<file path="config.mk">
export PLATFORM = sky130hd
export DESIGN_NAME = rtf_sweep_counter
export DESIGN_NICKNAME = d
export VERILOG_FILES = /design/src/hw/rtf_sweep_counter.sv
export SDC_FILE = /design/constraint.sdc
export NUM_CORES = 1
export LEC_CHECK = 0
export BUFFER_PORTS_ARGS = -buffer_cell sky130_fd_sc_hd__buf_2
export CAP_MARGIN = 15
export CORE_AREA = 2 2 39 41
export CTS_BUF_LIST = sky130_fd_sc_hd__clkbuf_16
export DETAILED_ROUTE_END_ITERATION = 10
export DIE_AREA = 0 0 41 43
export MAX_ROUTING_LAYER = met4
export SETUP_SLACK_MARGIN = 0.5
export SYNTH_ARGS = -nofsm -noshare
export SYNTH_HDL_FRONTEND = slang
export SYNTH_SLANG_ARGS = --single-unit
</file>
<file path="constraint.sdc">
create_clock -name clk -period 3.6 [get_ports clk]
set_input_delay 0.18 -clock clk [delete_from_list [all_inputs] [get_ports clk]]
set_output_delay 0.18 -clock clk [all_outputs]
set_load 0.01 [all_outputs]
</file>
<file path="src/hw/rtf_sweep_counter.sv">
module rtf_sweep_counter #(
    parameter int MIC_NUM    = 8,
    parameter int RD_LATENCY = 2
) (
    input  logic                         clk,
    input  logic                         rst_n,
    input  logic                         cnt_clear,
    input  logic                         cnt_step,
    input  logic                         timer_start,
    output logic [$clog2(2*MIC_NUM)-1:0] idx,
    output logic                         src_sel,
    output logic                         last,
    output logic                         timer_done
);
    localparam int IDX_W = $clog2(2*MIC_NUM);
    localparam int TMR_W = $clog2(RD_LATENCY + 1);

    logic [TMR_W-1:0] timer;

    always_ff @(posedge clk or negedge rst_n) begin
        if (!rst_n) begin
            idx   <= '0;
            timer <= '0;
        end else begin
            if (cnt_clear)
                idx <= '0;
            else if (cnt_step)
                idx <= last ? '0 : idx + 1'b1;
            if (timer_start)
                timer <= TMR_W'(RD_LATENCY - 1);
            else if (timer != '0)
                timer <= timer - 1'b1;
        end
    end

    assign src_sel    = (idx >= IDX_W'(MIC_NUM));   // source when reading, row when writing
    assign last       = (idx == IDX_W'(2*MIC_NUM - 1));
    assign timer_done = (timer == '0);

endmodule

</file>
# After elaboration in Yosys (flattened, before gate mapping)
# Index checks and enable logic that the tools add are counted.
word_totals:
  mem_bits_rw: 0
  n_memories: 0
  romBits: 0
  in_bits: 5
  latch_bits: 0
  regBits: 6
  elab_cells: 15
op_classes:
  div: 0
  add_sub_neg: 2
  muxes: 5
  n_bitwise: 0
  eq_ne: 1
  n_reduce_logical: 4
  mul: 0
  order_cmp: 1
  shifts: 0
ops:
  columns: ["cell", "count"]
  rows:
  - ["two-way mux 4 bit", 3]
  - ["nonzero test 2 bit", 3]
  - ["adder 4 x 1 -> 4 bit (second input constant)", 1]
  - ["== test 4 bit (second input constant)", 1]
  - ["greater-or-equal comparator 4 bit (second input constant)", 1]
  - ["two-way mux 2 bit", 2]
  - ["logical NOT 2 bit", 1]
  - ["subtractor 2 x 1 -> 2 bit (second input constant)", 1]

# Depth between registers and ports, before layout
depth:
  ltp_word: 4
  depth_mapped: 5
  ltp_nobuf: 5

# Least setup slack after synthesis
# OpenSTA, ideal clock, no wires.
synth_timing:
  path_type: "register -> register"
  start: "reg idx[0]"
  end: "reg idx[0]"
  setup_slack_ps: 2176
  arrival_ps: 1347
  required_time_ps: 3523
  setup_time_ps: 77
  n_path_buf: 0
  synth_period_minus_slack_ps: 1424
  stages_incl_launch_ff: 5
  cell_sequence: "dfrtp_1 ha_1 and3_1 or3b_1 a21oi_1"
synth_between:
  elab_chain_cells: 4
  word_cells_on_any_way: 5
  classes_between: "add/sub (1); eq/ne (1); mux (3)"
synth_rtl:
  columns: ["item", "line", "rtl"]
  rows:
  - ["start, declared", "10", "output logic [$clog2(2*MIC_NUM)-1:0] idx,"]
  - ["start signal, assigned", "28", "idx <= last ? '0 : idx + 1'b1;"]
  - ["== test 4 bit", "37", "assign last = (idx == IDX_W'(2*MIC_NUM - 1));"]
  - ["net last", "12", "output logic last,"]
  - ["two-way mux 4 bit", "28", null]
  - ["two-way mux 4 bit", "27", "else if (cnt_step)"]
  - ["two-way mux 4 bit", "25", "if (cnt_clear)"]
# The timed path passes the listed nets, and every way through them passes these cells. The select of a mux whose other input is x is not followed.
# A chain may end at the register's enable or synchronous reset.

# Worst setup path after layout
layout_timing:
  start: "reg idx[0]"
  end: "reg idx[0]"
layout_between:
  elab_chain_cells: 4
  word_cells_on_any_way: 5
  classes_between: "add/sub (1); eq/ne (1); mux (3)"
layout_rtl:
  columns: ["item", "line"]
  rows:
  - ["adder 4 x 1 -> 4 bit / == test 4 bit (equally long branches)", "28, 37"]
  - ["two-way mux 4 bit *", "28"]
  - ["two-way mux 4 bit *", "27"]
  - ["two-way mux 4 bit *", "25"]
# Mark *: on every way between the ends. The rest lies on a longest branch, timed or not. The select of a mux whose other input is x is not followed.

==> impl_metrics.csv <==
group,metric,value,unit
synthesis,syn_area_per_cell,9.63,sq um
floorplanning,io_pins,12,
cts,cts_buffers,3,
synthesis,synth_ff_type,"dfrtp_1",
timing,hold_viol_final,0,
global_routing,grt_pass1_wl,959,um
critical_path,cp.arrival,1.57,ns
placement,dp_hpwl,472,um
timing,rsz0062_at_grt,"no",
synthesis,synthMostInstantiatedCell,"dfrtp_1",
cts,cts_max_level,1,
global_routing,grt-ovfl-total,0,
critical_path,critPathMaxFanout,6,
finish,multiInputGateArea,149,sq um
critical_path,crit_type,"reg -> reg",
drt,wire_per_inst,9.43,um
drt,finalWirelength,594,um
synthesis,yosys_warnings,0,
critical_path,r2r-end,"idx[0]$_DFFE_PN0P_",
power_and_ir_drop,powerDensity,693,mW/mm^2
floorplanning,die_w,41,um
critical_path,cp-end-kind,"flip-flop",
timing,fmax,705,MHz
finish,syn2layout_area_growth,49.2,%
drt,vias_per_cell,4.37,
synthesis,synth_area_leader_cell,"dfrtp_1",
cts,cts_tree,"done",
critical_path,r2r_cells,4,
timing,min_period,1.42,ns
timing,clock_skew,0.00101,ns
floorplanning,core,0.00138,sq mm
critical_path,reg2reg_from,"idx[0]$_DFFE_PN0P_",
floorplanning,die_h,43,um
placement,gp_congestion,0.658,
cts,ctsResizeCount,0,
worst_hold_path,hold_path.class,"in -> reg",
synthesis,synth_commonest_cells,"dfrtp_1, a21oi_1, nor2_1",
drt,drc_errors,0,
worst_hold_path,whs_path_depth,2,
worst_hold_path,min-delay-start,"timer_start",
synthesis,netlist_area,318,sq um
timing,tns,0,ns
timing,relSlewSlack,0.873,
power_and_ir_drop,power_leakage,0.000251,uW
finish,seq_area,150,sq um
timing,maxSlewViolCount,0,
global_routing,antenna_found_initial,0,
drt,drtAntennaViolNets,0,
global_routing,track_usage,0.0909,
critical_path,cp-start-kind,"flip-flop",
floorplanning,die_area,0.00176,sq mm
drt,vias,275,
critical_path,slowest_stage,"dfrtp_1",
synthesis,synthArstFlopShare,1.00,
floorplanning,initial_core_util,0.230,
status,status,"finished clean",
cts,clock-sinks,6,
floorplanning,num_rows,14,
synthesis,synth-edff-count,0,
global_routing,grt_max_degree,7,
synthesis,synthDistinctLibCells,16,
synthesis,synth_nets,41,
power_and_ir_drop,peakVddDrop,0.000244,V
critical_path,reg2reg_slack,2.18,ns
critical_path,worstSetupStartpoint,"idx[0]$_DFFE_PN0P_",
finish,n_fill_cell,143,
drt,drt_first_pass_iters,1,
timing,worst_pin_slew,0.190,ns
critical_path,max_stage_delay,0.43,ns
timing,finalSetupViolations,0,
worst_hold_path,worstHoldEndpoint,"timer[1]$_DFFE_PN0P_",
critical_path,worstPathRequired,3.75,ns
synthesis,yosysSeqAreaShare,0.472,
cts,cts-root-buf,"clkbuf_16",
synthesis,yosysTopAreaCellShare,0.472,
timing,finalCritPeriodShare,0.394,
flow_run,drv_cap,0,
global_routing,grt_pass1_vias,245,
synthesis,synth_area_leaders,"dfrtp_1, ha_1, a21oi_1",
drt,drt_iter0_drc,0,
finish,antenna_cells,0,
finish,post_route_cells_drive_above_1_share,0.319,
finish,fin_util,0.343,
finish,final_nets,57,
cts,cts_max_path_buffers,2,
placement,port_buffers,11,
cts,clk_pin_slew,0.03,ns
synthesis,syn_inst,33,
critical_path,crit_chain,"ha_1, and3_1, or3b_1, a21oi_1",
synthesis,ys_ff_latch,6,
cts,clkLatencyLatePin,0.23,ns
kinds of logic after synthesis:
logic type / after synthesis / share of synthesized area
xor+xnor: 2 / 0.0551
buf+inv: 5 / 0.0590
flops: 6 / 0.472
compound gates: 5 / 0.0787
simple gates: 11 / 0.185
fa+ha+maj: 3 / 0.118
mux: 1 / 0.0315
sequential cells by signal (all words and copies together) (netlist names):
name   cells
idx        4
timer      2
worst max-delay path by stage:
stage,end,slack (ns)
3_5_place_dp,idx[0]$_DFFE_PN0P_,2.19
3_3_place_gp,idx[0]$_DFFE_PN0P_,2.21
5_1_grt,idx[0]$_DFFE_PN0P_,2.10
4_1_cts,last,2.17
2_1_floorplan,idx[0]$_DFFE_PN0P_,2.18
6_report,idx[0]$_DFFE_PN0P_,2.18
worst max-delay path, delay by kind of cell, from the launching register on:
family                   cells  cell delay [ns]
AND/OR/NAND/NOR              2             0.54
adder cells (fa/ha/maj)      1             0.25
AO/OA/AOI/OAI                1             0.13
flip-flops                   1             0.43
layer usage:
metal	GRT usage	up-vias	routed length, um
met5	-	-	0
met4	0.0800	0	21
li1	-	137	-
met3	0.0628	4	46
met2	0.106	8	259
met1	0.0977	126	268
metrics by stage:
stage	instances	worst slack, ns	power [uW]	hold WS, ns	area, sq um
finish	63	2.18	329	0.113	474
CTS	63	2.17	334	0.118	474
global route	63	2.10	346	0.133	474
floorplan	33	2.18	131	-0.116	318
global placement	59	2.21	147	0.0169	389
detailed placement	59	2.19	151	0.0151	389
timing repair:
action	4_1_cts	5_1_grt
hold buffers	1	0
setup buffers	0	0
endpoints found under the hold margin	6	0
final cells by class:
class                           instances  share of cell area
Multi-Input combinational cell         22               0.314
Inverter                                4              0.0317
Tap cell                               16              0.0422
Sequential cell                         6               0.317
Clock buffer                            3               0.158
Timing Repair Buffer                   12               0.137
layout by cell type (no fill, tap or decap):
cell type	count
nand2_1	2
ha_1	3
or3b_1	1
and3_1	1
a21oi_1	4
xor2_1	2
nand2b_1	1
inv_2	1
or4_1	1
dfrtp_1	6
or2b_1	1
dlygate4sd3_1	1
inv_1	3
buf_2	11
o21ai_0	1
clkbuf_16	3
mux2i_1	1
nor2_1	4
where the power goes:
group	internal, uW	total, uW	switching, uW
clock	142	179	36.7
sequential	79.4	87.6	8.15
combinational	28.2	61.8	33.6
Note: power is estimated with default switching activity, not from simulation.
