`src/hw/rtf_pkg.sv`:
```
package rtf_pkg;

    localparam int DATA_W  = 16;
    localparam int ACC_W   = 40;
    localparam int WIDE_W  = 64;
    localparam int RECIP_W = 32;

    typedef struct packed {
        logic signed [DATA_W-1:0] re;
        logic signed [DATA_W-1:0] im;
    } cplx_t;

    // hermitian gram, g21 = conj(g12) so it is not stored
    typedef struct packed {
        logic signed [ACC_W-1:0] g11;
        logic signed [ACC_W-1:0] g22;
        logic signed [ACC_W-1:0] g12_re;
        logic signed [ACC_W-1:0] g12_im;
    } gram_t;

    typedef struct packed {
        logic signed [WIDE_W-1:0] i11;
        logic signed [WIDE_W-1:0] i22;
        logic signed [WIDE_W-1:0] i12_re;
        logic signed [WIDE_W-1:0] i12_im;
    } inv_t;

    typedef struct packed {
        logic signed [WIDE_W-1:0] re;
        logic signed [WIDE_W-1:0] im;
    } wide_cplx_t;

    typedef enum logic [3:0] {
        ST_IDLE, ST_READ, ST_WAIT, ST_LOAD, ST_DET, ST_DIV_REQ,
        ST_DIV_REL, ST_SCALE, ST_PROJ, ST_WRITE, ST_DONE
    } ctrl_state_t;

endpackage

```
`src/hw/rtf_ctrl.sv`:
```
module rtf_ctrl (
    input  logic clk,
    input  logic rst_n,
    input  logic start,
    input  logic div_ack,
    input  logic last,
    input  logic timer_done,
    output logic done,
    output logic div_req,
    output logic acc_clear,
    output logic acc_en,
    output logic inv_load,
    output logic inv_scale,
    output logic proj_en,
    output logic wr_en,
    output logic cnt_clear,
    output logic cnt_step,
    output logic timer_start
);
    import rtf_pkg::*;

    ctrl_state_t state, state_nxt;
    logic        det_ph;   // second determinant cycle

    always_ff @(posedge clk or negedge rst_n) begin
        if (!rst_n) begin
            state  <= ST_IDLE;
            det_ph <= 1'b0;
        end else begin
            state  <= state_nxt;
            det_ph <= (state == ST_DET) ? ~det_ph : 1'b0;
        end
    end

    // ==================================================
    // next state and step strobes
    // ==================================================
    always_comb begin
        state_nxt   = state;
        acc_clear   = 1'b0;
        acc_en      = 1'b0;
        inv_load    = 1'b0;
        inv_scale   = 1'b0;
        proj_en     = 1'b0;
        cnt_clear   = 1'b0;
        cnt_step    = 1'b0;
        timer_start = 1'b0;
        case (state)
            ST_IDLE: begin
                if (start) begin
                    acc_clear = 1'b1;
                    cnt_clear = 1'b1;
                    state_nxt = ST_READ;
                end
            end
            ST_READ: begin   // address out, start latency wait
                timer_start = 1'b1;
                state_nxt   = ST_WAIT;
            end
            ST_WAIT: begin
                if (timer_done) begin
                    acc_en    = 1'b1;   // sample valid this cycle
                    cnt_step  = 1'b1;
                    state_nxt = last ? ST_LOAD : ST_READ;
                end
            end
            ST_LOAD: begin
                inv_load  = 1'b1;
                state_nxt = ST_DET;
            end
            ST_DET:     state_nxt = det_ph ? ST_DIV_REQ : ST_DET;
            ST_DIV_REQ: begin
                if (div_ack) begin
                    inv_scale = 1'b1;   // recip only valid while ack is high
                    state_nxt = ST_DIV_REL;
                end
            end
            ST_DIV_REL: state_nxt = div_ack ? ST_DIV_REL : ST_SCALE;
            ST_SCALE: begin
                cnt_clear = 1'b1;
                state_nxt = ST_PROJ;
            end
            ST_PROJ: begin
                proj_en   = 1'b1;
                state_nxt = ST_WRITE;
            end
            ST_WRITE: begin
                cnt_step  = 1'b1;
                state_nxt = last ? ST_DONE : ST_PROJ;
            end
            ST_DONE:    state_nxt = start ? ST_DONE : ST_IDLE;
            default:    state_nxt = ST_IDLE;
        endcase
    end

    assign done    = (state == ST_DONE);
    assign div_req = (state == ST_DIV_REQ);
    assign wr_en   = (state == ST_WRITE);

endmodule

```
`config.mk`:
```
export PLATFORM = sky130hd
export DESIGN_NAME = rtf_ctrl
export DESIGN_NICKNAME = d
export VERILOG_FILES = /design/src/hw/rtf_pkg.sv /design/src/hw/rtf_ctrl.sv
export SDC_FILE = /design/constraint.sdc
export NUM_CORES = 1
export LEC_CHECK = 0
export ABC_AREA = 1
export BUFFER_PORTS_ARGS = -buffer_cell sky130_fd_sc_hd__clkbuf_2
export CORE_AREA = 2 2 39 41
export CTS_CLUSTER_DIAMETER = 50
export DETAILED_ROUTE_END_ITERATION = 12
export DIE_AREA = 0 0 41 43
export GPL_TIMING_DRIVEN = 0
export PLACE_DENSITY = 0.53
export SLEW_MARGIN = 20
export SYNTH_ARGS = -nofsm -noshare
export SYNTH_HDL_FRONTEND = slang
export SYNTH_SLANG_ARGS = --single-unit
```
`constraint.sdc`:
```
create_clock -name clk -period 1.2 [get_ports clk]
set_clock_uncertainty 0.05 [all_clocks]
set_input_delay 0.24 -clock clk [delete_from_list [all_inputs] [get_ports clk]]
set_output_delay 0.24 -clock clk [all_outputs]
set_load 0.03 [all_outputs]
```
# After elaboration in Yosys (flattened, before gate mapping)
# Index checks and enable logic that the tools add are counted.
[totals] in_bits=6 out_inout_bits=11 regBits=5
[classes] muxes=21 eq_ne=13 bitwise_logic=1 n_reduce_logical=2
[op_table] operator="one-hot mux 4 bit (11 select lines)" count=1
[op_table] operator="== test 4 x 3 -> 1 bit (second input constant)" count=4
[op_table] operator="two-way mux 4 bit" count=4
[op_table] operator="== test 4 bit (second input constant)" count=3
[op_table] operator="two-way mux 1 bit" count=12
[op_table] operator="== test 4 x 2 -> 1 bit (second input constant)" count=2
[op_table] operator="inequality test 2 bit (second input constant)" count=3
[op_table] operator="== test 4 x 1 -> 1 bit (second input constant)" count=1
[op_table] operator="zero test 4 bit" count=1
[op_table] operator="two-way mux 2 bit" count=2
[op_table] operator="one-hot mux 1 bit (2 select lines)" count=2
[op_table] operator="AND reduction 3 bit" count=1
[op_table] operator="NOT 1 bit" count=1

# Logic depth before layout (Yosys ltp)
[depth] depth_word=3 depth_mapped=8

# Worst setup path before layout
# OpenSTA, ideal clock, no wires.
[synth_timing] path_type="register to output" startpoint="register state[1]" endpoint="output port cnt_step" t_arrival_ps=1377 n_path_buf=0 path_stages_with_launch=5 slack_ps=-467 required_ps=910 path_cell_list="dfrtp_1 > inv_2 > nor2_4 > nand2_1 > o21ai_0"
[synth_between] elab_chain_len=2 word_cells_on_any_way=3 cone_classes="eq/ne: 2; mux: 1"
[synth_rtl] element="start, declared" line_no="rtf_ctrl.sv:22" rtl="ctrl_state_t state, state_nxt;"
[synth_rtl] element="start signal, assigned" line_no="rtf_ctrl.sv:30" rtl="state <= state_nxt;"
[synth_rtl] element="== test 4 bit / == test 4 x 2 -> 1 bit (equally long branches)" line_no="rtf_ctrl.sv:48" rtl="case (state)"
[synth_rtl] element="one-hot mux 1 bit (2 select lines) *" line_no="rtf_ctrl.sv:48"
[synth_rtl] element="end, declared" line_no="rtf_ctrl.sv:17" rtl="output logic cnt_step,"
# Every way passes the cells marked *; elsewhere a longest branch is shown, timed or not.

# Final worst setup path
[layout_timing] startpoint="register state[2]" endpoint="output port cnt_step"
# The elaborated chain is that of the path after synthesis.

==> run summary <==
Area of the placeable core: 1380 um^2
Maximum frequency from static timing analysis: 636 MHz
Filler instances: 121
Number of antenna violations at the first check in global routing: 0
Deepest clock path buffer count: 2
Row count: 14
Cell area after synthesis: 413 um^2
Sequential fraction of the synthesis area: 30.3%
Status: finished, violations left
Number of library cell types mapped by synthesis: 12
Final core utilization: 67.1%
Kind of end point of the critical path: output pin
CTS Buf Count: 3
Req. time, crit path: 0.91 ns
Number of global-route vias before repair: 503
Syn avg cell area: 5.90 um^2
Internal power: 1.26 mW
Combined buffer and inverter count along the critical path: 1
Die span in x: 41 um
Cell count after synthesis: 70
Synth Warn #: 0
Post-route ant nets: 0
Count of buffers from port buffering: 16
Synth-to-layout area growth: 125%
Placed Instances: 102
Actual transition at the worst max-transition pin: 0.268 ns
P per Cell Area: 2730 nW/um^2
Routed via count divided by cell count: 4.57
CP Class: reg -> out
CP max FO: 6
Number of sinks on the clock net: 5
I/O pin cnt: 17
DPL Wire Length: 894 um
Most frequent standard cell in the layout excluding fill and tap cells: sky130_fd_sc_hd__nand2_1
Clock Pin Slew Worst Setup and Hold Paths: 0.04 ns
RSZ-0062 raised after global routing: yes
Vias after detailed routing: 544
Max VDD drop: 0.00144 V
Relative slew margins: 82.1%
Net count after synthesis: 76
Cell-by-cell trace of the critical path: nor2_4 > nand2_4 > o21ai_4 > buf_8
Finished Layout Cells: 119
Number of synthesized register bits: 5
Final worst path period need: 1.57 ns
Fraction of power consumed by combinational cells: 75.8%
Net switching power: 1.28 mW
Violations in the final reports: negative setup slack
Post-DR wirelength/cell: 11.5 um
Hold crit path type: in -> reg
Arrival @ worst endpoint: 1.28 ns
Die ar.: 1760 um^2
Total wire length: 1360 um
Reg power frac: 16.6%
Final Hold Viols: 0
CTS tree: yes
Remaining design rule violation count: 0
Initial DRC count: 5
Aggregate global-route resource usage: 17.9%
Ratio of cells with drive above 1 in the final layout: 64.1%
Max-capacitance violation count: 0
Sw frac: 50.5%
Die Y: 43 um
Clock group share of total power: 7.5%
Initial core utilization: 29.8%
Final cycle utilization of the critical path: 131%
Slew Limit Fails: 0
Diodes inserted: 0
H-tree depth: 1
Global-route congestion overflow total: 0
CTS Root Buffer Type: sky130_fd_sc_hd__clkbuf_4
# nets final: 110
Global-route wire length before repair: 2140 um
Gpl congestion: 0.762
Final worst-path setup slack: -0.372 ns
Number of endpoints failing setup at the final stage: 13
Pin count of the biggest net entering global routing: 7
First-pass detailed-route iteration total: 4
CP max stage delay: 0.48 ns
Worst-Skew Late Latency: 0.24 ns
CP max-delay cell: sky130_fd_sc_hd__dfrtp_2
Startpoint class of the critical path: flop
Leakage dissipation: 0.467 nW
Gate family responsible for the most delay along the worst path: flip-flops
Highest-count cells in the layout ignoring fill and taps: 17 x sky130_fd_sc_hd__nand2_1, 10 x sky130_fd_sc_hd__nor2_4, 7 x sky130_fd_sc_hd__buf_8, 7 x sky130_fd_sc_hd__buf_4
tightest hold or removal path: cells and delay by family:
kind                   cells  cell delay, ns
buffers and inverters      2            0.16
and+or+nand+nor            2            0.08
synth_stat cells:
master                     instances  area (um^2)
sky130_fd_sc_hd__nor2_2            3         18.8
sky130_fd_sc_hd__nor3_1            3         15.0
sky130_fd_sc_hd__nor2_4            2         22.5
sky130_fd_sc_hd__nand2_2           2         12.5
sky130_fd_sc_hd__inv_1             9         33.8
sky130_fd_sc_hd__nand3_1           5         25.0
sky130_fd_sc_hd__o211ai_1          1         7.51
sky130_fd_sc_hd__o21ai_0           2         10.0
sky130_fd_sc_hd__nand2_1          22         82.6
sky130_fd_sc_hd__nor2_1           14         52.6
sky130_fd_sc_hd__dfrtp_1           5          125
sky130_fd_sc_hd__inv_2             2         7.51
through the flow:
stage	TNS (ns)	hold WS, ns	cell area (um^2)	setup slack [ns]	power (mW)
after floorplan	-0.261	-0.106	520	-0.0620	1.38
after global placement	-2.03	0.00863	621	-0.276	1.62
after detailed placement	-2.03	0.00930	621	-0.274	1.62
after CTS	-4.01	0.201	842	-0.386	2.29
after global routing	-4.89	0.236	928	-0.451	2.72
final	-3.88	0.225	928	-0.372	2.54
what timing repair did:
action                                 4_1_cts  5_1_grt
setup endpoints to repair                   13       15
gates resized for setup                     26       23
hold buffers                                 1        0
endpoints found under the hold margin        5        0
setup buffers                                9        3
pin swaps                                    7        8
power by group through the flow:
stage / combinational (mW) / clock, mW / sequential (mW)
floorplan: 0.988 / 0 / 0.388
global placement: 1.20 / 0 / 0.424
detailed placement: 1.20 / 0 / 0.423
CTS: 1.69 / 0.200 / 0.403
global route: 2.07 / 0.220 / 0.431
finish: 1.92 / 0.191 / 0.422
final timing paths:
path	start	end	slack [ns]	cells past startpoint
max	state[2]$_DFFE_PN0P_	cnt_step	-0.37	4
min	div_ack	state[0]$_DFFE_PN0P_	0.22	4
max reg2reg	state[2]$_DFFE_PN0P_	state[1]$_DFFE_PN0P_	-0.14	8
min reg2reg	det_ph$_DFF_PN0_	det_ph$_DFF_PN0_	0.39	1
max in group asynchronous	rst_n	state[0]$_DFFE_PN0P_	0.67	2
min in group asynchronous	rst_n	det_ph$_DFF_PN0_	0.29	2
flip-flops by register name, indices dropped and copies added, names as in the netlist:
register  flops
det_ph        1
state         4
cell families (layout without fill, tap and decap cells):
group           count (synthesis)  after routing  share of synthesized area, %
simple gates                   51             51                          55.5
buf+inv                        11             44                          10.0
flops                           5              5                          30.3
compound gates                  3              3                          4.24
layer usage:
layer	part of all wire, %	wire length [um]	global-route usage [%]	vias to the layer above
li1	-	-	-	279
met4	0	0	4.67	0
met3	4.8	66	6.28	0
met5	0	0	0	-
met1	41	556	22.9	249
met2	54	741	27.5	16
final cells by class:
| class | count | area (um^2) | share of cell area (%) |
|---|---|---|---|
| Clock buffer | 4 | 26.3 | 2.83 |
| Tap cell | 16 | 20.0 | 2.16 |
| Multi-Input combinational cell | 54 | 402 | 43.3 |
| Sequential cell | 5 | 130 | 14.0 |
| Timing Repair Buffer | 29 | 302 | 32.5 |
| Inverter | 11 | 48.8 | 5.26 |
(Power assumes the default switching activity.)
